`src/ooo_pkg.sv`:
```
package ooo_pkg;

    // ==================================================
    // Widths
    // ==================================================
    localparam int XLEN      = 32;
    localparam int ARCH_REGS = 32;
    localparam int PHYS_REGS = 48;

    typedef logic [XLEN-1:0]              data_t;
    typedef logic [$clog2(ARCH_REGS)-1:0] arch_reg_t;
    typedef logic [$clog2(PHYS_REGS)-1:0] phys_reg_t;
    // Sized for the largest ROB of 16 entries
    typedef logic [3:0]                   rob_idx_t;

    typedef enum logic [2:0] {
        OP_ADD  = 3'd0,
        OP_SUB  = 3'd1,
        OP_AND  = 3'd2,
        OP_OR   = 3'd3,
        OP_XOR  = 3'd4,
        OP_SLL  = 3'd5,
        OP_SRL  = 3'd6,
        OP_ADDI = 3'd7
    } alu_op_e;

    // ==================================================
    // Stage payloads
    // ==================================================
    typedef struct packed {
        alu_op_e   op;
        arch_reg_t rd;
        arch_reg_t rs1;
        arch_reg_t rs2;
        data_t     imm;
    } inst_t;

    typedef struct packed {
        alu_op_e   op;
        phys_reg_t dst;
        rob_idx_t  rob;
        data_t     src1;
        data_t     src2;
    } issue_t;

    // Qualified by a separate cdb_valid strobe
    typedef struct packed {
        phys_reg_t tag;
        rob_idx_t  rob;
        data_t     value;
    } cdb_t;

    typedef struct packed {
        arch_reg_t rd;
        logic      has_rd;
        data_t     value;
    } commit_t;

endpackage

```
`src/reservation_station.sv`:
```
`timescale 1ns/1ps

module reservation_station #(
    parameter int RS_DEPTH = 8
) (
    input  logic               clk,
    input  logic               rst_n,
    input  logic               alloc_en,
    input  ooo_pkg::alu_op_e   alloc_op,
    input  ooo_pkg::phys_reg_t alloc_dst,
    input  ooo_pkg::rob_idx_t  alloc_rob,
    input  ooo_pkg::phys_reg_t src1_tag,
    input  ooo_pkg::phys_reg_t src2_tag,
    input  ooo_pkg::data_t     src1_val,
    input  ooo_pkg::data_t     src2_val,
    input  logic               src1_rdy,
    input  logic               src2_rdy,
    input  logic               cdb_valid,
    input  ooo_pkg::cdb_t      cdb,
    output logic               full,
    output logic               issue_valid,
    output ooo_pkg::issue_t    issue
);

    localparam int IDX_W = $clog2(RS_DEPTH);

    typedef struct packed {
        ooo_pkg::alu_op_e   op;
        ooo_pkg::phys_reg_t dst;
        ooo_pkg::rob_idx_t  rob;
        ooo_pkg::phys_reg_t tag1;
        ooo_pkg::data_t     val1;
        logic               rdy1;
        ooo_pkg::phys_reg_t tag2;
        ooo_pkg::data_t     val2;
        logic               rdy2;
    } rs_entry_t;

    rs_entry_t            ent [RS_DEPTH];
    logic [RS_DEPTH-1:0]  valid;
    // Age is the number of older valid entries, so 0 is the oldest
    logic [IDX_W-1:0]     age [RS_DEPTH];
    logic [IDX_W-1:0]     alloc_slot;
    logic [IDX_W-1:0]     issue_slot;
    logic [IDX_W:0]       occupancy;

    assign full = &valid;

    // ==================================================
    // Slot pick and oldest-ready select
    // ==================================================
    always_comb begin
        alloc_slot  = '0;
        issue_slot  = '0;
        issue_valid = 1'b0;
        occupancy   = '0;
        for (int i = RS_DEPTH - 1; i >= 0; i--) begin
            if (!valid[i]) begin
                alloc_slot = IDX_W'(i);
            end
        end
        for (int i = 0; i < RS_DEPTH; i++) begin
            occupancy = occupancy + (IDX_W + 1)'(valid[i]);
            if (valid[i] && ent[i].rdy1 && ent[i].rdy2 &&
                (!issue_valid || age[i] < age[issue_slot])) begin
                issue_valid = 1'b1;
                issue_slot  = IDX_W'(i);
            end
        end
    end

    assign issue = '{op:   ent[issue_slot].op,
                     dst:  ent[issue_slot].dst,
                     rob:  ent[issue_slot].rob,
                     src1: ent[issue_slot].val1,
                     src2: ent[issue_slot].val2};

    always_ff @(posedge clk or negedge rst_n) begin
        if (!rst_n) begin
            valid <= '0;
            for (int i = 0; i < RS_DEPTH; i++) begin
                age[i] <= '0;
            end
        end else begin
            // Younger entries move up when one leaves
            for (int i = 0; i < RS_DEPTH; i++) begin
                if (issue_valid && valid[i] && age[i] > age[issue_slot]) begin
                    age[i] <= age[i] - 1'b1;
                end
            end
            if (issue_valid) begin
                valid[issue_slot] <= 1'b0;
            end
            if (alloc_en) begin
                valid[alloc_slot] <= 1'b1;
                age[alloc_slot]   <= IDX_W'(occupancy - (IDX_W + 1)'(issue_valid));
            end
        end
    end

    // ==================================================
    // Operand capture
    // ==================================================
    always_ff @(posedge clk) begin
        for (int i = 0; i < RS_DEPTH; i++) begin
            if (cdb_valid && !ent[i].rdy1 && ent[i].tag1 == cdb.tag) begin
                ent[i].val1 <= cdb.value;
                ent[i].rdy1 <= 1'b1;
            end
            if (cdb_valid && !ent[i].rdy2 && ent[i].tag2 == cdb.tag) begin
                ent[i].val2 <= cdb.value;
                ent[i].rdy2 <= 1'b1;
            end
        end
        if (alloc_en) begin
            ent[alloc_slot] <= '{op: alloc_op, dst: alloc_dst, rob: alloc_rob,
                                 tag1: src1_tag, val1: src1_val, rdy1: src1_rdy,
                                 tag2: src2_tag, val2: src2_val, rdy2: src2_rdy};
        end
    end

endmodule

```
`config.mk`:
```
export PLATFORM = sky130hd
export DESIGN_NAME = reservation_station
export DESIGN_NICKNAME = d
export VERILOG_FILES = /design/src/ooo_pkg.sv /design/src/reservation_station.sv
export SDC_FILE = /design/constraint.sdc
export NUM_CORES = 2
export LEC_CHECK = 0
export ABC_AREA = 0
export BUFFER_PORTS_ARGS = -buffer_cell sky130_fd_sc_hd__buf_2
export CAP_MARGIN = 20
export CORE_AREA = 4 4 257 259
export CTS_CLUSTER_DIAMETER = 80
export CTS_CLUSTER_SIZE = 20
export DETAILED_ROUTE_END_ITERATION = 8
export DIE_AREA = 0 0 261 263
export PLACE_DENSITY = 0.9
export SYNTH_ARGS = -nofsm -noshare
export SYNTH_HDL_FRONTEND = slang
export SYNTH_SLANG_ARGS = --single-unit
```
`constraint.sdc`:
```
create_clock -name clk -period 29.3 [get_ports clk]
set_input_delay 5.86 -clock clk [delete_from_list [all_inputs] [get_ports clk]]
set_output_delay 5.86 -clock clk [all_outputs]
set_load 0.02 [all_outputs]
```
==> run_summary.xml <==
<?xml version="1.0" encoding="UTF-8"?>
<metrics>
  <group name="placement">
    <metric name="post-place-cells" unit="">4823</metric>
    <metric name="placement.io_buffers" unit="">211</metric>
    <metric name="pre_cts_ws" unit="ns">8.66</metric>
    <metric name="gp_congestion" unit="">0.996</metric>
    <metric name="detailedPlacementHpwl" unit="um">68300</metric>
  </group>
  <group name="setup_path">
    <metric name="cp-start-kind" unit="">flop</metric>
    <metric name="crit_path_max_incr_delay" unit="ns">0.72</metric>
    <metric name="required" unit="ns">23.44</metric>
    <metric name="crit_top_cell" unit="">a21oi_1</metric>
    <metric name="timing.critical_path.arrival" unit="ns">15.76</metric>
    <metric name="endpoint_kind" unit="">output port</metric>
    <metric name="worstPathMaxFanout" unit="">51</metric>
    <metric name="cpMaxStageDelayCell" unit="">buf_4</metric>
    <metric name="worst-setup-path-type" unit="">reg -&gt; out</metric>
  </group>
  <group name="clocking">
    <metric name="clk_path_buf_depth" unit="">3</metric>
    <metric name="cts_tree" unit="">yes</metric>
    <metric name="cts.sinks" unit="">760</metric>
    <metric name="worst_skew_pair_latency" unit="ns">0.63</metric>
    <metric name="cts_made_buffers" unit="">44</metric>
    <metric name="post_cts.resized_instances" unit="">0</metric>
    <metric name="cts.repair_timing.setup_buffer_count" unit="">0</metric>
    <metric name="post_cts_hold_buffer_count" unit="">0</metric>
    <metric name="cts_htree_levels" unit="">2</metric>
    <metric name="clk_pin_slew_worst_paths" unit="ns">0.09</metric>
    <metric name="clockRootBuffer" unit="">clkbuf_16</metric>
  </group>
  <group name="timing">
    <metric name="finalMaxSlewViolations" unit="">0</metric>
    <metric name="finalWorstSetupSlack" unit="ns">7.68</metric>
    <metric name="max_freq" unit="GHz">0.0462</metric>
    <metric name="fin_hold_ws" unit="ns">0.526</metric>
    <metric name="grt_setup_unrepaired" unit="">no</metric>
    <metric name="timing.max_slew.rel_slack" unit="%">20.7</metric>
    <metric name="timing.final.crit_period" unit="ns">21.62</metric>
    <metric name="timing.final.hold_violations" unit="">0</metric>
    <metric name="tns" unit="ns">0</metric>
    <metric name="setup_viol_count_final" unit="">0</metric>
    <metric name="pin_slew_with_the_least_headroom_to_its_limit" unit="ns">1.19</metric>
    <metric name="layout_worst_path_cycle_share" unit="%">73.8</metric>
    <metric name="clock_skew" unit="ns">0.0340</metric>
  </group>
  <group name="route">
    <metric name="avgViaCountPerCell" unit="">6.30</metric>
    <metric name="finalWirelength" unit="um">117000</metric>
    <metric name="first_pass_iters" unit="">8</metric>
    <metric name="route.vias.total" unit="">31000</metric>
    <metric name="drt-wirelength-per-cell" unit="um">23.8</metric>
    <metric name="route.antenna.remaining_nets" unit="">0</metric>
    <metric name="detail_route.iter0.violations" unit="">4848</metric>
    <metric name="drc" unit="">0</metric>
  </group>
  <group name="global_routing">
    <metric name="initial_antenna_violation_count" unit="">22</metric>
    <metric name="grt_start_max_net_pins" unit="">99</metric>
    <metric name="grt_pass1_vias" unit="">30200</metric>
    <metric name="global_route.overflow_total" unit="">0</metric>
    <metric name="groute.usage.overall" unit="%">33.0</metric>
    <metric name="grt_first_pass_wirelength" unit="um">172000</metric>
  </group>
  <group name="floorplanning">
    <metric name="die_w" unit="um">261</metric>
    <metric name="die_height" unit="um">263</metric>
    <metric name="total_die_area" unit="um2">68600</metric>
    <metric name="initial_utilization" unit="%">59.4</metric>
    <metric name="core_region_area" unit="um2">63900</metric>
    <metric name="fp-row-count" unit="">93</metric>
    <metric name="top_level_ports" unit="">216</metric>
  </group>
  <group name="power">
    <metric name="power.density_cell_area" unit="nW/um2">124</metric>
    <metric name="irDropWorstVdd" unit="uV">123</metric>
    <metric name="leakagePower" unit="nW">16.1</metric>
  </group>
  <group name="hold_path">
    <metric name="min_path_type" unit="">reg -&gt; reg</metric>
  </group>
  <group name="synthesis">
    <metric name="yosys_most_used_dff" unit="">edfxtp_1</metric>
    <metric name="synth-seq-area-share" unit="%">59.7</metric>
    <metric name="yosys.cell_types.count" unit="">90</metric>
    <metric name="asyncSetResetFlopFracSynth" unit="%">4.21</metric>
    <metric name="syn_area" unit="um2">38000</metric>
    <metric name="synth_edf_count" unit="">727</metric>
    <metric name="synth.ff_latch_count" unit="">760</metric>
    <metric name="synthesis.area_per_instance" unit="um2">9.46</metric>
    <metric name="synth.net_count" unit="">4195</metric>
    <metric name="syn-instance-count" unit="">4012</metric>
    <metric name="yosysWarnings" unit="">0</metric>
  </group>
  <group name="layout">
    <metric name="finalNonFillerCells" unit="">4926</metric>
    <metric name="final_net_count" unit="">4199</metric>
    <metric name="mostFrequentLayoutCells" unit="">nand2_1, edfxtp_1, a21oi_1</metric>
    <metric name="share_of_post_route_cells_with_drive_strength_above_1" unit="%">9.58</metric>
    <metric name="layout_commonest_cell" unit="">nand2_1</metric>
    <metric name="area_overhead_vs_synth" unit="%">7.16</metric>
    <metric name="finalCoreUtilization" unit="%">63.7</metric>
  </group>
  <group name="run">
    <metric name="drv_cap" unit="">0</metric>
  </group>
  <group name="status">
    <metric name="status" unit="">finished clean</metric>
  </group>
</metrics>
==> per-stage QoR <==
step	total power [mW]	instance area, um2
4_1_cts	4.95	40600
2_1_floorplan	3.29	38000
3_3_place_gp	4.20	39300
3_5_place_dp	4.30	39300
6_report	5.03	40700
5_1_grt	5.26	40700
==> power breakdown <==
part           switching (mW)  internal [mW]
registers              0.0803           1.39
logic                    2.05          0.861
clock network           0.355          0.298
total                    2.48           2.55
==> registers in the layout, summed over array words and instances, names as in the netlist <==
signal	flops
age	24
valid	8
ent	728
==> cell usage after synthesis (38+ instances only) <==
cell      number  area, um2
nand2_1     1886       7080
ha_1          41        513
a21oi_1      347       1740
xor2_1        46        403
nor2_1       109        409
clkbuf_1     178        668
inv_1         44        165
nand3_1       38        190
edfxtp_1     727      21800
xnor2_1       68        596
buf_4         66        495
or4_1         76        571
o21ai_0       48        240
==> layer usage <==
metal | wire [um] | global-route usage (%) | vias to the layer above
li1 | - | - | 13500
met1 | 37200 | 41.4 | 14200
met2 | 53700 | 52.2 | 2662
met3 | 18300 | 8.54 | 599
met4 | 7840 | 18.8 | 12
met5 | 80 | 0 | -
==> cell families (layout without fill, tap and decap cells) <==
group,Yosys count,after routing,share of synthesized area [%]
AOI/OAI and AO/OA,517,517,8.00
DFF,760,760,59.7
and+or+nand+nor,2200,2200,23.3
buffers and inverters,363,403,4.40
other,0,19,0
xor gates and xnor gates,114,114,2.63
adders and majority gates,46,46,1.61
muxes,12,12,0.369
==> critical path: cells and delay by family, from the launching register on <==
| kind | cells | cell delay [ns] |
|---|---|---|
| multiplexers | 2 | 0.40 |
| buffers and inverters | 5 | 1.81 |
| adder cells (fa/ha/maj) | 7 | 2.09 |
| AND/OR/NAND/NOR | 11 | 2.74 |
| AO/OA/AOI/OAI | 32 | 7.57 |
| flip-flops | 1 | 0.47 |
==> path summary, 6_finish.rpt <==
path                            cells past startpoint         end  slack [ns]        from
worst max register to register                     63     age[22]       12.62     age[22]
min in group asynchronous                           1     age[10]        5.34       rst_n
max in group asynchronous                           1     age[15]       23.41       rst_n
worst min-delay path                                2  ent[4][39]        0.53  ent[4][39]
worst max-delay path                               57   issue[58]        7.68     age[22]
worst min register to register                      2  ent[4][39]        0.53  ent[4][39]
==> final cells by class <==
class | instances | area (um2)
fillers | 4601 | 23200
flip-flops and latches | 760 | 22700
multi-input cells | 2889 | 13900
repair buffers | 270 | 1520
clock buffers | 78 | 1270
well taps | 855 | 1070
inverters | 51 | 206
diodes | 19 | 47.5
clock inverters | 4 | 42.5
(Power assumes the default switching activity.)
