$ cat config.mk
export PLATFORM = sky130hd
export DESIGN_NAME = rob
export DESIGN_NICKNAME = d
export VERILOG_FILES = /design/src/ooo_pkg.sv /design/src/rob.sv
export SDC_FILE = /design/constraint.sdc
export NUM_CORES = 1
export LEC_CHECK = 0
export BUFFER_PORTS_ARGS = -buffer_cell sky130_fd_sc_hd__buf_2
export CAP_MARGIN = 20
export CELL_PAD_IN_SITES_DETAIL_PLACEMENT = 1
export CELL_PAD_IN_SITES_GLOBAL_PLACEMENT = 1
export CORE_UTILIZATION = 52
export CTS_BUF_LIST = sky130_fd_sc_hd__clkbuf_2
export DETAILED_ROUTE_END_ITERATION = 6
export MAX_ROUTING_LAYER = met4
export PLACE_DENSITY = 0.88
export SYNTH_ARGS = -nofsm -noshare
export SYNTH_HDL_FRONTEND = slang
export SYNTH_SLANG_ARGS = --single-unit
$ cat constraint.sdc
create_clock -name clk -period 3.5 [get_ports clk]
set_input_delay 0.175 -clock clk [delete_from_list [all_inputs] [get_ports clk]]
set_output_delay 0.175 -clock clk [all_outputs]
set_load 0.02 [all_outputs]
$ cat src/ooo_pkg.sv
package ooo_pkg;

    // ==================================================
    // Widths
    // ==================================================
    localparam int XLEN      = 32;
    localparam int ARCH_REGS = 32;
    localparam int PHYS_REGS = 48;

    typedef logic [XLEN-1:0]              data_t;
    typedef logic [$clog2(ARCH_REGS)-1:0] arch_reg_t;
    typedef logic [$clog2(PHYS_REGS)-1:0] phys_reg_t;
    // Sized for the largest ROB of 16 entries
    typedef logic [3:0]                   rob_idx_t;

    typedef enum logic [2:0] {
        OP_ADD  = 3'd0,
        OP_SUB  = 3'd1,
        OP_AND  = 3'd2,
        OP_OR   = 3'd3,
        OP_XOR  = 3'd4,
        OP_SLL  = 3'd5,
        OP_SRL  = 3'd6,
        OP_ADDI = 3'd7
    } alu_op_e;

    // ==================================================
    // Stage payloads
    // ==================================================
    typedef struct packed {
        alu_op_e   op;
        arch_reg_t rd;
        arch_reg_t rs1;
        arch_reg_t rs2;
        data_t     imm;
    } inst_t;

    typedef struct packed {
        alu_op_e   op;
        phys_reg_t dst;
        rob_idx_t  rob;
        data_t     src1;
        data_t     src2;
    } issue_t;

    // Qualified by a separate cdb_valid strobe
    typedef struct packed {
        phys_reg_t tag;
        rob_idx_t  rob;
        data_t     value;
    } cdb_t;

    typedef struct packed {
        arch_reg_t rd;
        logic      has_rd;
        data_t     value;
    } commit_t;

endpackage

$ cat src/rob.sv
`timescale 1ns/1ps

module rob #(
    parameter int ROB_DEPTH = 16
) (
    input  logic               clk,
    input  logic               rst_n,
    input  logic               alloc_en,
    input  ooo_pkg::arch_reg_t alloc_rd,
    input  logic               alloc_has_rd,
    input  ooo_pkg::phys_reg_t alloc_tag,
    input  ooo_pkg::phys_reg_t alloc_prev,
    output ooo_pkg::rob_idx_t  alloc_idx,
    output logic               full,
    input  logic               cdb_valid,
    input  ooo_pkg::cdb_t      cdb,
    output ooo_pkg::phys_reg_t commit_tag,
    input  ooo_pkg::data_t     commit_val,
    output logic               retire,
    output ooo_pkg::phys_reg_t retire_tag,
    output logic               retire_has_rd,
    output logic               commit_valid,
    output ooo_pkg::commit_t   commit
);

    localparam int CNT_W = $clog2(ROB_DEPTH + 1);

    typedef struct packed {
        ooo_pkg::arch_reg_t rd;
        logic               has_rd;
        ooo_pkg::phys_reg_t tag;
        ooo_pkg::phys_reg_t prev;
    } rob_entry_t;

    rob_entry_t          ent [ROB_DEPTH];
    logic [ROB_DEPTH-1:0] done;
    ooo_pkg::rob_idx_t   head;
    ooo_pkg::rob_idx_t   tail;
    logic [CNT_W-1:0]    count;

    function automatic ooo_pkg::rob_idx_t next_idx(input ooo_pkg::rob_idx_t p);
        return (p == ooo_pkg::rob_idx_t'(ROB_DEPTH - 1)) ? '0 : p + 1'b1;
    endfunction

    assign full      = count == CNT_W'(ROB_DEPTH);
    assign alloc_idx = tail;

    // Retire the head as soon as its result is in
    assign retire        = count != '0 && done[head];
    assign commit_valid  = retire;
    assign commit_tag    = ent[head].tag;
    assign retire_tag    = ent[head].prev;
    assign retire_has_rd = ent[head].has_rd;
    assign commit = '{rd: ent[head].rd, has_rd: ent[head].has_rd, value: commit_val};

    always_ff @(posedge clk or negedge rst_n) begin
        if (!rst_n) begin
            done  <= '0;
            head  <= '0;
            tail  <= '0;
            count <= '0;
        end else begin
            if (alloc_en) begin
                done[tail] <= 1'b0;
                tail       <= next_idx(tail);
            end
            if (cdb_valid) begin
                done[cdb.rob] <= 1'b1;
            end
            if (retire) begin
                head <= next_idx(head);
            end
            count <= count + CNT_W'(alloc_en) - CNT_W'(retire);
        end
    end

    always_ff @(posedge clk) begin
        if (alloc_en) begin
            ent[tail] <= '{rd: alloc_rd, has_rd: alloc_has_rd,
                           tag: alloc_tag, prev: alloc_prev};
        end
    end

endmodule

==> impl_table.tex <==
\begin{tabular}{lr}
\hline
Metric & Value \\
\hline
\multicolumn{2}{l}{\textbf{Floorplanning}} \\
\quad Floorplan row count & 57 \\
\quad Overall die area & 25680 um\^{}2 \\
\quad I/O pins & 154 \\
\quad Die height & 160.2 um \\
\quad Initial core utilization & 0.5322 \\
\quad Core region area & 24460 um\^{}2 \\
\quad Die W & 160.2 um \\
\multicolumn{2}{l}{\textbf{STA}} \\
\quad Normalized max-slew margin & 0.5143 \\
\quad Worst clock skew on the final layout & 71.33 ps \\
\quad \# setup viols final & 0 \\
\quad Period utilisation layout & 0.9594 \\
\quad Number of endpoints with negative hold slack in the final report & 0 \\
\quad F\_max & slightly below 300 MHz \\
\quad Unrepaired setup endpoints after global routing & yes \\
\quad Slew Limit Fails & 0 \\
\quad PnR worst setup slack & roughly 140 ps \\
\quad Post-layout min period & 3358 ps \\
\quad Pin slew with the least headroom to its limit & 728.6 ps \\
\multicolumn{2}{l}{\textbf{Clock network}} \\
\quad Depth of the CTS H-tree & 3 \\
\quad Clock net sink count & 317 \\
\quad CTS tree & done \\
\quad CTS Root Buffer Type & sky130\_fd\_sc\_hd\_\_clkbuf\_2 \\
\quad Worst-path clk slew & $\sim$130 ps \\
\quad CTS buffer count & 80 \\
\quad Longest Clk Path Bufs & 3 \\
\quad Latest clock arrival within the worst-skew pair & 870 ps \\
\multicolumn{2}{l}{\textbf{Power}} \\
\quad Power per Cell Area & 811.5 nW/um\^{}2 \\
\quad Register share of total power & 0.424 \\
\quad Net Sw Frac & 0.3678 \\
\quad Share of total power in the clock network & 0.214 \\
\quad Combinational cell fraction of total power & 0.362 \\
\quad NetSw & 4.316 mW \\
\quad Internal power of the cells & about 7.4 mW \\
\quad Peak supply drop & 351.3 uV \\
\quad Static leakage power & 5.123 nW \\
\multicolumn{2}{l}{\textbf{GRT}} \\
\quad Number of global-route vias before repair & 8070 \\
\quad Leftover overflow at the end of global routing & 0 \\
\quad Wire length of the first global-routing pass & 47820 um \\
\quad Overall global routing resource usage & 0.2650 \\
\quad Largest net degree at the start of global routing & 58 \\
\quad Number of antenna violations at the first check in global routing & 0 \\
\multicolumn{2}{l}{\textbf{Setup path}} \\
\quad Setup crit start kind & flop \\
\quad Crit path arrival time & 3180 ps \\
\quad Highest fanout seen on the critical path & 56 \\
\quad Cells along the critical path & buf\_12, mux4\_2, nor2b\_1, a211oi\_1, a31oi\_1, buf\_2 \\
\quad CP endpoint kind & output port \\
\quad Kind of critical path & reg2out \\
\quad Required time of the critical path & 3320 ps \\
\quad Largest stage delay on the critical path & 570 ps \\
\quad Master of the slowest instance on the critical path & sky130\_fd\_sc\_hd\_\_mux4\_2 \\
\multicolumn{2}{l}{\textbf{Placed design}} \\
\quad Port Buffer Count & 51 \\
\quad Total instance count after detailed placement & 1019 \\
\quad Final HPWL from detailed placement & 17670 um \\
\quad Worst slack at placement & 348.2 ps \\
\quad Cell Area, Placed & 13380 um\^{}2 \\
\quad Routability Congestion & 0.8138 \\
\multicolumn{2}{l}{\textbf{Synthesis}} \\
\quad Biggest area consumer among synthesized cells & sky130\_fd\_sc\_hd\_\_edfxtp\_1 \\
\quad Post-synthesis area per instance & $\sim$19 um\^{}2 \\
\quad Most instantiated cells after synthesis & sky130\_fd\_sc\_hd\_\_edfxtp\_1, sky130\_fd\_sc\_hd\_\_mux4\_2, sky130\_fd\_sc\_hd\_\_nand2\_1 \\
\quad Most frequently used flop master after synthesis & sky130\_fd\_sc\_hd\_\_edfxtp\_1 \\
\quad Post-synthesis cell type count & 49 \\
\quad Synth async-reset ratio & 0.09148 \\
\quad Mapped Cells & 689 \\
\quad Share of Yosys cell area claimed by the top area cell type & 0.6642 \\
\quad Share of the yosys chip area belonging to registers & 0.7200 \\
\quad Cell area after synthesis & 13020 um\^{}2 \\
\quad Ys Warns & 0 \\
\quad Count leader, synth & sky130\_fd\_sc\_hd\_\_edfxtp\_1 \\
\quad Net count after synthesis & between 700 and 800 \\
\quad Area contributors post-synth & sky130\_fd\_sc\_hd\_\_edfxtp\_1, sky130\_fd\_sc\_hd\_\_mux4\_2, sky130\_fd\_sc\_hd\_\_dfrtp\_1, sky130\_fd\_sc\_hd\_\_buf\_4, sky130\_fd\_sc\_hd\_\_nand2\_1 \\
\quad Number of storage elements in the synthesis netlist & 317 \\
\quad Count of flip-flops with a built-in enable after synthesis & $\sim$290 \\
\multicolumn{2}{l}{\textbf{Final layout}} \\
\quad Fill count & 2218 \\
\quad Antenna diode instance count & 0 \\
\quad Footprint of the flip-flops and latches & 9384 um\^{}2 \\
\quad Final Instance Area & 14460 um\^{}2 \\
\quad Net total in the final layout & 916 \\
\quad Share of cells above drive strength 1 & 0.3383 \\
\quad Layout overhead on the synthesized area & 11.05\% \\
\quad Multi-input gate area & 3043 um\^{}2 \\
\quad Non-Filler Instances & 1193 \\
\multicolumn{2}{l}{\textbf{Run}} \\
\quad Reported max-cap violation count & 0 \\
\multicolumn{2}{l}{\textbf{Route}} \\
\quad DRC marker count from the first detailed-route iteration & 675 \\
\quad Drt pass-1 iters & 5 \\
\quad Count of antenna-violating nets left after detailed routing & 0 \\
\quad DRC violation count after routing & 0 \\
\quad Detail-routed net length per standard cell & 26.47 um \\
\quad Avg Vias per Cell & 5.947 \\
\quad Total vias in the final route & 7095 \\
\quad Final WL & 31580 um \\
\multicolumn{2}{l}{\textbf{Outcome}} \\
\quad Run status & finished clean \\
\multicolumn{2}{l}{\textbf{Hold path}} \\
\quad HP Class & in2reg \\
\hline
\end{tabular}
## critical path: cells and delay by family, from the launching register on
family	cells	cell delay (ps)
buf+inv	2	620
mux	1	570
flops	1	550
compound gates	2	370
simple gates	1	160
## state kept, by name, summed over array words and instances (netlist names)
| signal | count |
|---|---|
| head | 4 |
| count | 5 |
| alloc_idx | 4 |
| done | 16 |
| ent | 288 |
## power groups by stage
stage | combinational, mW | sequential [mW] | clock [mW]
after floorplan | 3.25 | 4.85 | 0
after global placement | 3.86 | 4.96 | 0
after detailed placement | 4.11 | 5.04 | 0
after CTS | 4.21 | 4.96 | 2.55
after global routing | 4.56 | 5.01 | 2.74
final | 4.24 | 4.97 | 2.52
## area by class of cell
class / count / share of cell area
Clock buffer: 112 / 0.03877
Tap cell: 324 / 0.02804
Inverter: 32 / 0.008307
Timing Repair Buffer: 104 / 0.05313
Sequential cell: 317 / 0.6490
Multi-Input combinational cell: 273 / 0.2105
Clock inverter: 31 / 0.01229
## layer usage
| layer | track usage | wire length [um] | vias to the layer above |
|---|---|---|---|
| met2 | 0.4383 | 16440 | 368 |
| met1 | 0.3111 | 11710 | 3638 |
| met4 | 0.1338 | 1211 | 0 |
| met3 | 0.05091 | 2218 | 111 |
| met5 | - | 0 | - |
| li1 | - | - | 2978 |
## worst paths after layout
kind | startpoint | end | slack, ps | cells past startpoint
max | head[0] | commit[37] | 140 | 6
min | cdb[33] | done[13] | 160 | 3
max reg2reg | head[1] | count[4] | 510 | 14
min reg2reg | done[4] | done[4] | 570 | 2
max in group asynchronous | rst_n | head[0] | 2940 | 4
min in group asynchronous | rst_n | done[10] | 330 | 4
## logic make-up after synthesis
| family | Yosys count | share of synthesized area |
|---|---|---|
| and+or+nand+nor | 103 | 0.04113 |
| buffers and inverters | 99 | 0.04795 |
| AOI/OAI and AO/OA | 72 | 0.04324 |
| xor gates and xnor gates | 7 | 0.004709 |
| adders and majority gates | 12 | 0.01211 |
| DFF | 317 | 0.7200 |
| muxes | 79 | 0.1309 |
## stage by stage
stage / TNS (ps) / total power, mW / util / hold WS [ps]
after detailed placement: 0 / 9.149 / 0.5469 / 250.1
after floorplan: 0 / 8.099 / - / -120.6
after global routing: -2.025 / 12.31 / 0.5911 / 121.4
after CTS: 0 / 11.72 / 0.5905 / 83.15
after global placement: 0 / 8.818 / 0.5469 / 217.9
final: 0 / 11.73 / 0.5911 / 159.9
## what timing repair did
item,CTS,global route
endpoints found under the setup margin,4,4
hold endpoints to repair,340,0
gates resized for setup,2,3
cloned,0,0
setup buffers,0,0
hold buffers,31,0
## placed cells by master (no fill, tap or decap), types with 8 or more instances in the layout
| cell type | count |
|---|---|
| sky130_fd_sc_hd__buf_4 | 18 |
| sky130_fd_sc_hd__nor2b_1 | 16 |
| sky130_fd_sc_hd__clkinv_1 | 21 |
| sky130_fd_sc_hd__edfxtp_1 | 288 |
| sky130_fd_sc_hd__and2_1 | 9 |
| sky130_fd_sc_hd__nand2_1 | 45 |
| sky130_fd_sc_hd__clkbuf_2 | 112 |
| sky130_fd_sc_hd__mux4_2 | 69 |
| sky130_fd_sc_hd__nand3_1 | 8 |
| sky130_fd_sc_hd__ha_1 | 11 |
| sky130_fd_sc_hd__a31oi_1 | 21 |
| sky130_fd_sc_hd__buf_2 | 51 |
| sky130_fd_sc_hd__dlygate4sd3_1 | 30 |
| sky130_fd_sc_hd__dfrtp_1 | 25 |
| sky130_fd_sc_hd__o32ai_1 | 8 |
| sky130_fd_sc_hd__inv_1 | 32 |
| sky130_fd_sc_hd__a211oi_2 | 12 |
Power figures use the tool's default switching activity.
