<file path="src/ooo_pkg.sv">
package ooo_pkg;

    // ==================================================
    // Widths
    // ==================================================
    localparam int XLEN      = 32;
    localparam int ARCH_REGS = 32;
    localparam int PHYS_REGS = 48;

    typedef logic [XLEN-1:0]              data_t;
    typedef logic [$clog2(ARCH_REGS)-1:0] arch_reg_t;
    typedef logic [$clog2(PHYS_REGS)-1:0] phys_reg_t;
    // Sized for the largest ROB of 16 entries
    typedef logic [3:0]                   rob_idx_t;

    typedef enum logic [2:0] {
        OP_ADD  = 3'd0,
        OP_SUB  = 3'd1,
        OP_AND  = 3'd2,
        OP_OR   = 3'd3,
        OP_XOR  = 3'd4,
        OP_SLL  = 3'd5,
        OP_SRL  = 3'd6,
        OP_ADDI = 3'd7
    } alu_op_e;

    // ==================================================
    // Stage payloads
    // ==================================================
    typedef struct packed {
        alu_op_e   op;
        arch_reg_t rd;
        arch_reg_t rs1;
        arch_reg_t rs2;
        data_t     imm;
    } inst_t;

    typedef struct packed {
        alu_op_e   op;
        phys_reg_t dst;
        rob_idx_t  rob;
        data_t     src1;
        data_t     src2;
    } issue_t;

    // Qualified by a separate cdb_valid strobe
    typedef struct packed {
        phys_reg_t tag;
        rob_idx_t  rob;
        data_t     value;
    } cdb_t;

    typedef struct packed {
        arch_reg_t rd;
        logic      has_rd;
        data_t     value;
    } commit_t;

endpackage

</file>
<file path="src/rename_map.sv">
`timescale 1ns/1ps

module rename_map (
    input  logic               clk,
    input  logic               rst_n,
    input  logic               accept,
    input  ooo_pkg::inst_t     inst,
    output ooo_pkg::phys_reg_t src1_tag,
    output ooo_pkg::phys_reg_t src2_tag,
    output ooo_pkg::phys_reg_t dst_tag,
    output ooo_pkg::phys_reg_t prev_tag,
    output logic               has_rd,
    output logic               free_empty,
    input  logic               retire,
    input  ooo_pkg::phys_reg_t retire_tag,
    input  logic               retire_has_rd
);

    // At most this many tags are ever off the alias table and out of flight
    localparam int FL_DEPTH = ooo_pkg::PHYS_REGS - ooo_pkg::ARCH_REGS;
    localparam int FL_PTR_W = $clog2(FL_DEPTH);

    ooo_pkg::phys_reg_t  rat    [ooo_pkg::ARCH_REGS];
    ooo_pkg::phys_reg_t  free_q [FL_DEPTH];
    logic [FL_PTR_W-1:0] fl_head;
    logic [FL_PTR_W-1:0] fl_tail;
    logic [FL_PTR_W:0]   fl_count;
    logic                pop;
    logic                push;

    function automatic logic [FL_PTR_W-1:0] next_ptr(input logic [FL_PTR_W-1:0] p);
        return (p == FL_PTR_W'(FL_DEPTH - 1)) ? '0 : p + 1'b1;
    endfunction

    // x0 is never renamed
    assign has_rd     = inst.rd != '0;
    assign pop        = accept && has_rd;
    assign push       = retire && retire_has_rd;
    assign free_empty = fl_count == '0;

    // Lookup sees the table before this instruction's own update
    assign src1_tag = rat[inst.rs1];
    assign src2_tag = rat[inst.rs2];
    assign prev_tag = rat[inst.rd];
    assign dst_tag  = has_rd ? free_q[fl_head] : '0;

    always_ff @(posedge clk or negedge rst_n) begin
        if (!rst_n) begin
            for (int i = 0; i < ooo_pkg::ARCH_REGS; i++) begin
                rat[i] <= ooo_pkg::phys_reg_t'(i);
            end
            for (int k = 0; k < FL_DEPTH; k++) begin
                free_q[k] <= ooo_pkg::phys_reg_t'(ooo_pkg::ARCH_REGS + k);
            end
            fl_head  <= '0;
            fl_tail  <= '0;
            fl_count <= (FL_PTR_W + 1)'(FL_DEPTH);
        end else begin
            if (pop) begin
                rat[inst.rd] <= free_q[fl_head];
                fl_head      <= next_ptr(fl_head);
            end
            // Old mapping comes back once its overwriter retires
            if (push) begin
                free_q[fl_tail] <= retire_tag;
                fl_tail         <= next_ptr(fl_tail);
            end
            fl_count <= fl_count + (FL_PTR_W + 1)'(push) - (FL_PTR_W + 1)'(pop);
        end
    end

endmodule

</file>
<file path="config.mk">
export PLATFORM = sky130hd
export DESIGN_NAME = rename_map
export DESIGN_NICKNAME = d
export VERILOG_FILES = /design/src/ooo_pkg.sv /design/src/rename_map.sv
export SDC_FILE = /design/constraint.sdc
export NUM_CORES = 1
export LEC_CHECK = 0
export ABC_CLOCK_PERIOD_IN_PS = 4800
export BUFFER_PORTS_ARGS = -buffer_cell sky130_fd_sc_hd__buf_2
export CAP_MARGIN = 20
export CORE_UTILIZATION = 52
export DETAILED_ROUTE_END_ITERATION = 8
export PLACE_DENSITY = 0.69
export SLEW_MARGIN = 5
export SYNTH_ARGS = -nofsm -noshare
export SYNTH_HDL_FRONTEND = slang
export SYNTH_SLANG_ARGS = --single-unit
</file>
<file path="constraint.sdc">
create_clock -name clk -period 4.8 [get_ports clk]
set_input_delay 0.48 -clock clk [delete_from_list [all_inputs] [get_ports clk]]
set_output_delay 0.48 -clock clk [all_outputs]
set_load 0.005 [all_outputs]
</file>
==> impl_metrics.csv, run 1 <==
group,metric,value,unit
run_status,status,"finished clean",
die,ios,87,
cells_and_area,final-seq-area,0.00769,mm2
clock_network,root_buffer,"clkbuf_16",
sta,rsz0062_at_grt,"false",
power,power.share.clock,27.4,%
worst_setup_path,critPathKind,"register to output pin",
clock_network,h-tree-depth,2,
worst_setup_path,setup.worst_path.end_class,"output pin",
sta,tightest_slew,1.18,ns
yosys,synth_top_cell_by_area,"dfrtp_1",
worst_setup_path,required,4.32,ns
detailed_routing,drtAntennaViolNets,0,
sta,fmax,0.262,GHz
yosys,ys_types,53,
detailed_routing,via_per_inst,6.57,
power,power.total,10.3,mW
global_routing,grt_use_total,28.0,%
power,power-per-cell-area,564,mW/mm2
power,p_sw,3.54,mW
die,die_height,181,um
yosys,ys_top_cells_by_area,"dfrtp_1, dfstp_2, mux4_2",
detailed_routing,dr.pass1.iters,7,
sta,fin_ws,0.983,ns
run,maxCapViolCount,0,
cells_and_area,nFillCells,2573,
global_routing,grt_overflow,0,
clock_network,postCtsHoldBufs,0,
cells_and_area,fin_nets,1446,
cells_and_area,antenna_cells,0,
yosys,synth-seq-cells,301,
sta,slew_headroom,21.1,%
power,p_seq_share,40.6,%
place,placed_cells,1737,
power,irDropWorstVdd,0.459,mV
sta,finalSetupTns,0,ns
place,hpwl,29500,um
detailed_routing,wirelength,45000,um
cells_and_area,drive_above_1_share,35.7,%
min_path,hold_class,"input port to async pin",
sta,final_hold_viol_count,0,
global_routing,antenna_found_initial,0,
cells_and_area,areaGrowthSynthToFinish,9.12,%
clock_network,post-cts-setup-buffer-count,0,
power,power_frac_comb,32.0,%
clock_network,cts_sinks,301,
detailed_routing,wl_per_cell,25.0,um
clock_network,cts_tree,"done",
yosys,ys.warnings.count,0,
yosys,yosysSeqAreaShare,46.1,%
die,die-area,0.0328,mm2
yosys,yosys.area.top_type_share,25.8,%
cells_and_area,final_cells,1803,
yosys,synth_fp_nets,1460,
power,p_sw_share,34.4,%
place,port_buffers,51,
detailed_routing,drc_errors,0,
worst_setup_path,worstPathMaxFanout,32,
detailed_routing,vias,11800,
clock_network,cts_buffers,36,
place,place_congestion,0.879,
power,p_int,6.75,mW
clock_network,cts-resized-gates,0,
yosys,synth-edff-count,0,
yosys,avgSynthCellArea,12.0,um2
clock_network,path_clk_slew,0.06,ns
clock_network,insertion_delay,0.53,ns
global_routing,grt_max_degree,143,
clock_network,clockBufferDepth,3,
place,dp_slack,1.24,ns
yosys,synth_cells,1387,
global_routing,grt_pass1_wl,70600,um
worst_setup_path,worst_setup_path_start_kind,"register",
yosys,yosys_most_used_dff,"dfrtp_1",
cells_and_area,final_util,57.8,%
power,leakage,7.53,nW
yosys,synthArstFlopShare,100,%
die,rows,65,
sta,skew,0.0202,ns
die,start_util,52.9,%
global_routing,grt_pass1_vias,11800,
detailed_routing,drtIter0Drc,1279,
die,die_x,181,um
yosys,syn_area,0.0167,mm2
sta,drv_slew,0,
sta,finalCritPeriodShare,79.5,%
cells_and_area,multiInputGateArea,0.00833,mm2
worst_setup_path,cp.arrival,3.34,ns
sta,period_minus_slack,3.82,ns
sta,setup_viol,0,
die,core,0.0316,mm2
## cells in the mapped netlist (8+ instances only)
| library cell | count |
|---|---|
| nand2_1 | 241 |
| o21ai_0 | 180 |
| dfrtp_1 | 172 |
| dfstp_2 | 129 |
| mux4_2 | 127 |
| mux2_2 | 106 |
| clkbuf_1 | 65 |
| mux2i_1 | 64 |
| o22ai_1 | 48 |
| buf_2 | 24 |
| a22oi_1 | 21 |
| nand3_1 | 21 |
| buf_6 | 16 |
| nor2_1 | 15 |
| inv_1 | 14 |
| nor4_1 | 12 |
| ha_1 | 11 |
| a21oi_1 | 10 |
| buf_1 | 9 |
| mux4_1 | 9 |
| o21ai_1 | 8 |
## power groups by stage
stage,Sequential (mW),Combinational (mW),Clock [mW]
4_1_cts,4.16,3.29,2.85
6_report,4.18,3.29,2.81
3_3_place_gp,4.14,3.19,0
3_5_place_dp,4.20,3.27,0
5_1_grt,4.28,3.57,2.94
2_1_floorplan,3.92,2.66,0
## kinds of logic after synthesis
kind of cell | synth area share, %
and+or+nand+nor | 8.63
adders and majority gates | 0.944
buffers and inverters | 4.04
AOI/OAI and AO/OA | 10.5
muxes | 29.5
xor gates and xnor gates | 0.315
DFF | 46.1
## registers in the layout, summed over array words and instances (netlist names)
| register | flops |
|---|---|
| fl_tail | 4 |
| free_q | 96 |
| fl_count | 5 |
| fl_head | 4 |
| rat | 192 |
## final timing paths
path / from / to / slack [ns] / cells after the start
min in group clk: retire / fl_tail[2] / 0.27 / 3
max reg2reg: fl_head[0] / rat[115] / 1.82 / 6
max in group asynchronous: rst_n / free_q[47] / 3.52 / 2
min: rst_n / rat[138] / 0.11 / 1
min reg2reg: rat[190] / rat[190] / 0.42 / 0
max: fl_head[0] / dst_tag[3] / 0.98 / 7
## area by class of cell
| cell class | instances | area share (%) |
|---|---|---|
| multi-input combinational | 951 | 45.7 |
| sequential | 301 | 42.2 |
| clock buffer | 56 | 5.97 |
| tap | 402 | 2.76 |
| timing repair buffer | 69 | 2.31 |
| clock inverter | 10 | 0.741 |
| inverter | 14 | 0.288 |
## metrics by stage
| step | hold slack (ns) | instance area [um2] |
|---|---|---|
| floorplan | 0.184 | 16700 |
| global placement | 0.401 | 17000 |
| detailed placement | 0.406 | 17000 |
| CTS | 0.161 | 18200 |
| global route | 0.223 | 18200 |
| finish | 0.113 | 18200 |
## layer usage
metal / part of all wire, % / track usage, % / vias up
met3: 7.8 / 4.27 / 143
met2: 48 / 44.8 / 590
met4: 4.8 / 12.9 / 0
met1: 40 / 37.9 / 5945
li1: - / - / 5169
met5: 0 / 0 / -
## cell usage in the layout (no fill, tap or decap), types with 4 or more instances in the layout
| master | count |
|---|---|
| o21ai_1 | 8 |
| ha_1 | 11 |
| mux4_1 | 9 |
| a22o_1 | 6 |
| nor2_1 | 15 |
| nor4_1 | 12 |
| clkbuf_1 | 10 |
| clkbuf_8 | 9 |
| a22oi_2 | 6 |
| xnor2_1 | 4 |
| nor2b_1 | 7 |
| dfstp_2 | 129 |
| dfrtp_1 | 172 |
| clkinv_2 | 4 |
| nand3b_1 | 6 |
| buf_4 | 20 |
| mux2i_1 | 64 |
| o22ai_1 | 48 |
| clkbuf_16 | 37 |
| nand2_1 | 241 |
| buf_2 | 47 |
| a21oi_1 | 10 |
| a22oi_1 | 21 |
| mux4_2 | 127 |
| a222oi_1 | 6 |
| mux2_2 | 106 |
| nand3_1 | 21 |
| o21ai_0 | 180 |
| a221oi_1 | 5 |
| inv_1 | 14 |
| or3b_2 | 4 |
## critical path, cell delays in order (launching register included)
cell     delay [ns]
dfrtp_1        0.82
buf_4          0.33
mux4_1         0.62
mux2_2         0.30
a22oi_2        0.13
buf_4          0.40
nor2_1         0.07
buf_2          0.15
Note: power is estimated with default switching activity, not from simulation.
==> run 2, diff against run 1 <==
Settings changed: ABC_CLOCK_PERIOD_IN_PS 4800 to 3900.
Clock period 4.8 ns to 3.9 ns, I/O delays scaled along.
==> run 2 against run 1 <==
Power rose by 25%. Via count rose by 0.49%. Flip-flop and latch count did not move. Clock-buffer cell count fell by 4. Non-clock buffer count rose by 14. Cell count rose by 0.78%. Sequential share of layout area fell by 0.52 points. Routed wire length rose by 0.17%. Clock skew rose by 0.00062 ns. Sequential power rose by 23%. Critical endpoint is now dst_tag[1]. Largest power group unchanged.
==> impl_metrics.csv, run 2 (synthesized netlist as in run 1, its figures left out) <==
group,metric,value,unit
sta,slew_headroom,18.0,%
power,p_int,8.54,mW
worst_setup_path,slowest_stage,"dfrtp_1",
place,dp_slack,0.800,ns
global_routing,met3_usage,4.96,%
global_routing,busiest_layer,"met2",
cells_and_area,nFillCells,2571,
detailed_routing,drtAntennaViolNets,0,
cells_and_area,multiInputGateArea,0.00833,mm2
detailed_routing,vias,11900,
cells_and_area,areaGrowthSynthToFinish,10.5,%
global_routing,grt_overflow,0,
sta,tightest_slew,1.23,ns
clock_network,cts_sinks,301,
die,core,0.0316,mm2
clock_network,h-tree-depth,2,
global_routing,gr-usage-met1,38.4,%
power,power.share.clock,28.1,%
detailed_routing,via_per_inst,6.55,
clock_network,cts_buffers,36,
die,die-area,0.0328,mm2
power,leakage,7.66,nW
worst_setup_path,worst_setup_path_start_kind,"register",
sta,drv_slew,0,
worst_setup_path,required,3.51,ns
worst_setup_path,critPathKind,"register to output pin",
worst_setup_path,critPathLaunch,"fl_head[0]",
worst_setup_path,cp_common_cell,"buf_4",
cells_and_area,fin_nets,1460,
worst_setup_path,cp.arrival,3.06,ns
worst_setup_path,critPathMaxStageDelay,0.82,ns
global_routing,grt_max_degree,112,
worst_setup_path,reg2reg_from,"fl_head[0]",
clock_network,clockBufferDepth,3,
detailed_routing,dr.pass1.iters,5,
clock_network,cts-resized-gates,0,
min_path,hold_class,"input port to register",
power,power-per-cell-area,699,mW/mm2
detailed_routing,wirelength,45100,um
cells_and_area,antenna_cells,0,
power,irDropWorstVdd,0.514,mV
die,die_height,181,um
power,p_sw,4.36,mW
clock_network,cts_tree,"done",
die,start_util,52.9,%
sta,final_hold_viol_count,0,
global_routing,antenna_found_initial,1,
power,power_frac_comb,32.1,%
cells_and_area,drive_above_1_share,36.5,%
sta,fin_ws,0.447,ns
global_routing,grt_pass1_wl,71300,um
place,place_congestion,0.937,
cells_and_area,final_area,0.0185,mm2
detailed_routing,drtIter0Drc,1343,
sta,whs,0.204,ns
sta,rsz0062_at_grt,"false",
detailed_routing,wl_per_cell,24.8,um
worst_setup_path,worstPathMaxFanout,16,
sta,finalCritPeriodShare,88.5,%
clock_network,insertion_delay,0.53,ns
run_status,status,"finished clean",
cells_and_area,largestRegisters,"rat (192), free_q (96), fl_count (5)",
place,port_buffers,51,
cells_and_area,final_cell_mix,"nand2_1, o21ai_0, dfrtp_1",
worst_setup_path,setup.worst_path.end_class,"output pin",
cells_and_area,final-seq-area,0.00769,mm2
sta,fmax,0.290,GHz
die,rows,65,
global_routing,grt_use_total,28.3,%
global_routing,grt_pass1_vias,12000,
cells_and_area,layout_commonest_cell,"nand2_1",
sta,skew,0.0209,ns
clock_network,root_buffer,"clkbuf_16",
die,die_x,181,um
worst_setup_path,path_delay_family,"flip-flops",
sta,setup_viol,0,
sta,finalSetupTns,0,ns
die,ios,87,
min_path,min_from,"retire_has_rd",
detailed_routing,drc_errors,0,
run,maxCapViolCount,0,
worst_setup_path,crit_buf_inv,3,
cells_and_area,regMostFlops,"rat",
global_routing,grt_util_met2,45.4,%
place,hpwl,30300,um
worst_setup_path,path_cells,"buf_4 -> nor2b_1 -> a222oi_1 -> a22oi_2 -> buf_4 -> nor2_1 -> buf_2",
power,p_seq_share,39.8,%
power,p_sw_share,33.8,%
sta,period_minus_slack,3.45,ns
clock_network,path_clk_slew,0.06,ns
cells_and_area,largest_reg_flops,192,
power,power.total,12.9,mW
place,placedInstanceArea,0.0172,mm2
==> run 2: cell count changes in the layout (fill, tap and decap cells not counted) <==
cell / before / now
bufinv_16: 3 / 6
clkinvlp_4: 1 / 0
clkbuf_8: 9 / 8
dlygate4sd3_1: 0 / 1
clkinv_2: 4 / 6
buf_12: 1 / 5
buf_4: 20 / 29
clkbuf_1: 10 / 7
==> run 2: per-layer routing <==
layer	part of all wire, %	vias to the layer above
li1	-	5213
met3	6.9	124
met1	41	6017
met2	48	549
met4	4.3	2
met5	0.029	-
==> run 2: worst reg2reg max path: stages (launching register included) <==
cell      delay, ns
dfrtp_1        0.82
buf_4          0.36
nor2b_1        0.40
a222oi_1       0.25
a22oi_2        0.48
buf_4          0.35
o21ai_0        0.16
==> run 2: area by class of cell <==
type	instances	share of cell area, %
multi-input combinational	951	45.2
sequential	301	41.7
clock buffer	52	5.76
timing repair buffer	83	3.13
tap	402	2.73
clock inverter	14	1.23
inverter	14	0.285
==> run 2: final timing paths <==
check | to | slack, ns | cells after the start
worst max-delay path | dst_tag[1] | 0.45 | 7
max in group asynchronous | rat[4] | 2.39 | 3
worst min-delay path | fl_tail[2] | 0.20 | 3
worst max register to register | rat[78] | 0.95 | 6
min in group asynchronous | rat[115] | 0.56 | 2
worst min register to register | rat[191] | 0.42 | 0
==> run 2: timing repair <==
action	CTS	global route
buffers inserted	0	0
hold buffers	1	0
hold endpoints to repair	32	0
==> run 2: power by group through the flow <==
stage / Clock, mW / Sequential, mW / Combinational, mW
2_1_floorplan: 0 / 4.83 / 3.27
3_3_place_gp: 0 / 5.08 / 3.99
3_5_place_dp: 0 / 5.16 / 4.11
4_1_cts: 3.68 / 5.12 / 4.13
5_1_grt: 3.79 / 5.26 / 4.47
6_report: 3.63 / 5.14 / 4.13
==> run 2: per-stage QoR <==
stage	instances	utilization, %
2_1_floorplan	1387	-
3_3_place_gp	1750	54.4
3_5_place_dp	1750	54.4
4_1_cts	1817	58.5
5_1_grt	1817	58.5
6_report	1817	58.5
==> run 3, diff against run 2 <==
Settings changed: ABC_CLOCK_PERIOD_IN_PS 3900 to 4200.
Clock period 3.9 ns to 4.2 ns, I/O delays scaled along.
==> run 3 against run 2 <==
Via count shrank 0.33%. Clock-buffer cell count is 6 higher. Critical endpoint is now dst_tag[3]. Design area shrank 1.1%. Routed wire length up 0.40%. Power decreased by 10%. Highest routed layer is now met4.
==> impl_metrics.csv, run 3 (synthesized netlist as in run 1, its figures left out) <==
group,metric,value,unit
die,die-area,0.0328,mm2
sta,finalSetupTns,0,ns
power,p_seq_share,41.0,%
power,power.share.clock,26.0,%
detailed_routing,wl_per_cell,25.0,um
worst_setup_path,worstPathMaxFanout,13,
sta,fmax,0.294,GHz
die,rows,65,
worst_setup_path,cp_common_cell,"nor2_1",
detailed_routing,drtAntennaViolNets,0,
power,p_sw,4.04,mW
worst_setup_path,path_delay_family,"flip-flops",
clock_network,cts_buffers,36,
power,irDropWorstVdd,0.674,mV
clock_network,insertion_delay,0.53,ns
clock_network,path_clk_slew,0.06,ns
sta,tightest_slew,0.984,ns
global_routing,grt_max_degree,107,
worst_setup_path,path_cells,"buf_4 -> nor2_1 -> a222oi_1 -> a22oi_2 -> nor2_1 -> buf_2",
detailed_routing,via_per_inst,6.54,
cells_and_area,largest_reg_flops,192,
place,port_buffers,51,
detailed_routing,dr.pass1.iters,6,
power,p_int,7.55,mW
global_routing,grt_pass1_wl,70200,um
global_routing,antenna_found_initial,0,
sta,setup_viol,0,
power,p_sw_share,34.9,%
worst_setup_path,critPathMaxStageDelay,0.83,ns
die,core,0.0316,mm2
global_routing,gr-usage-met1,37.2,%
run,maxCapViolCount,0,
clock_network,root_buffer,"clkbuf_16",
sta,slew_headroom,34.2,%
detailed_routing,vias,11900,
clock_network,cts_tree,"done",
global_routing,grt_pass1_vias,11800,
clock_network,cts_sinks,301,
die,die_x,181,um
sta,drv_slew,0,
worst_setup_path,crit_buf_inv,2,
worst_setup_path,setup.worst_path.end_class,"output pin",
place,hpwl,29800,um
power,power-per-cell-area,635,mW/mm2
cells_and_area,drive_above_1_share,36.0,%
global_routing,grt_util_met2,45.1,%
worst_setup_path,required,3.78,ns
place,place_congestion,0.927,
cells_and_area,regMostFlops,"rat",
die,start_util,52.9,%
clock_network,clockBufferDepth,3,
worst_setup_path,worst_setup_path_start_kind,"register",
die,die_height,181,um
cells_and_area,areaGrowthSynthToFinish,9.24,%
cells_and_area,final_util,57.8,%
clock_network,h-tree-depth,2,
sta,finalCritPeriodShare,81.0,%
detailed_routing,drtIter0Drc,1275,
worst_setup_path,slowest_stage,"dfrtp_1",
min_path,hold_class,"input port to register",
power,leakage,7.56,nW
cells_and_area,antenna_cells,0,
sta,final_hold_viol_count,0,
cells_and_area,fin_nets,1456,
global_routing,grt_overflow,0,
sta,skew,0.0281,ns
global_routing,busiest_layer,"met2",
cells_and_area,layout_commonest_cell,"nand2_1",
sta,rsz0062_at_grt,"false",
worst_setup_path,critPathKind,"register to output pin",
cells_and_area,largestRegisters,"rat (192), free_q (96), fl_count (5)",
detailed_routing,wirelength,45300,um
cells_and_area,final_cell_mix,"nand2_1, o21ai_0, dfrtp_1",
sta,period_minus_slack,3.40,ns
die,ios,87,
detailed_routing,drc_errors,0,
power,power_frac_comb,32.9,%
worst_setup_path,cp.arrival,2.98,ns
run_status,status,"finished clean",
global_routing,grt_use_total,28.1,%
global_routing,met3_usage,5.16,%
clock_network,cts-resized-gates,0,
[run 3: changes by cell type in the layout (fill, tap and decap cells not counted)]
| cell | previous run | this run |
|---|---|---|
| clkbuf_1 | 7 | 11 |
| bufinv_16 | 6 | 0 |
| buf_2 | 47 | 48 |
| buf_12 | 5 | 2 |
| clkbuf_8 | 8 | 10 |
| clkinvlp_4 | 0 | 1 |
| buf_4 | 29 | 27 |
| clkinv_2 | 6 | 5 |
[run 3: worst min-delay path, delay by kind of cell]
family | cells | cell delay (ns)
xor+xnor | 1 | 0.06
simple gates | 1 | 0.09
buf+inv | 1 | 0.11
[run 3: area by class of cell]
| class | count | area [um2] |
|---|---|---|
| Clock buffer | 58 | 1100 |
| Clock inverter | 8 | 50.0 |
| Fill cell | 2528 | 13300 |
| Inverter | 14 | 52.6 |
| Multi-Input combinational cell | 951 | 8330 |
| Sequential cell | 301 | 7690 |
| Tap cell | 402 | 503 |
| Timing Repair Buffer | 79 | 508 |
[run 3: through the flow]
stage	hold slack (ns)	power, mW	cell area (um2)	cells	setup WS [ns]
3_5_place_dp	0.412	8.56	17100	1745	0.832
2_1_floorplan	0.124	7.52	16700	1387	1.34
5_1_grt	0.224	12.2	18200	1813	0.636
3_3_place_gp	0.403	8.40	17100	1745	0.842
4_1_cts	0.186	11.6	18200	1812	0.722
6_report	0.194	11.6	18200	1813	0.796
[run 3: final timing paths]
kind	slack [ns]	endpoint	start	cells after the start
max	0.80	dst_tag[3]	fl_head[0]	6
min	0.19	fl_tail[2]	retire	3
max reg2reg	1.40	rat[179]	fl_head[0]	6
min reg2reg	0.43	rat[190]	rat[190]	0
max in group asynchronous	2.63	free_q[79]	rst_n	3
min in group asynchronous	0.55	rat[126]	rst_n	2
[run 3: timing repair]
item	4_1_cts	5_1_grt
setup buffers	0	0
hold buffers	1	0
endpoints found under the hold margin	26	0
[run 3: power groups by stage]
| stage | sequential, mW | clock (mW) | combinational (mW) |
|---|---|---|---|
| finish | 4.76 | 3.02 | 3.82 |
| global route | 4.87 | 3.17 | 4.11 |
| CTS | 4.74 | 3.06 | 3.80 |
| detailed placement | 4.78 | 0 | 3.78 |
| global placement | 4.71 | 0 | 3.69 |
| floorplan | 4.48 | 0 | 3.03 |
[run 3: per-layer routing]
| metal | vias up | wire length [um] |
|---|---|---|
| met5 | - | 0 |
| met4 | 0 | 2180 |
| met3 | 137 | 3240 |
| met2 | 535 | 21600 |
| met1 | 5996 | 18300 |
| li1 | 5198 | - |
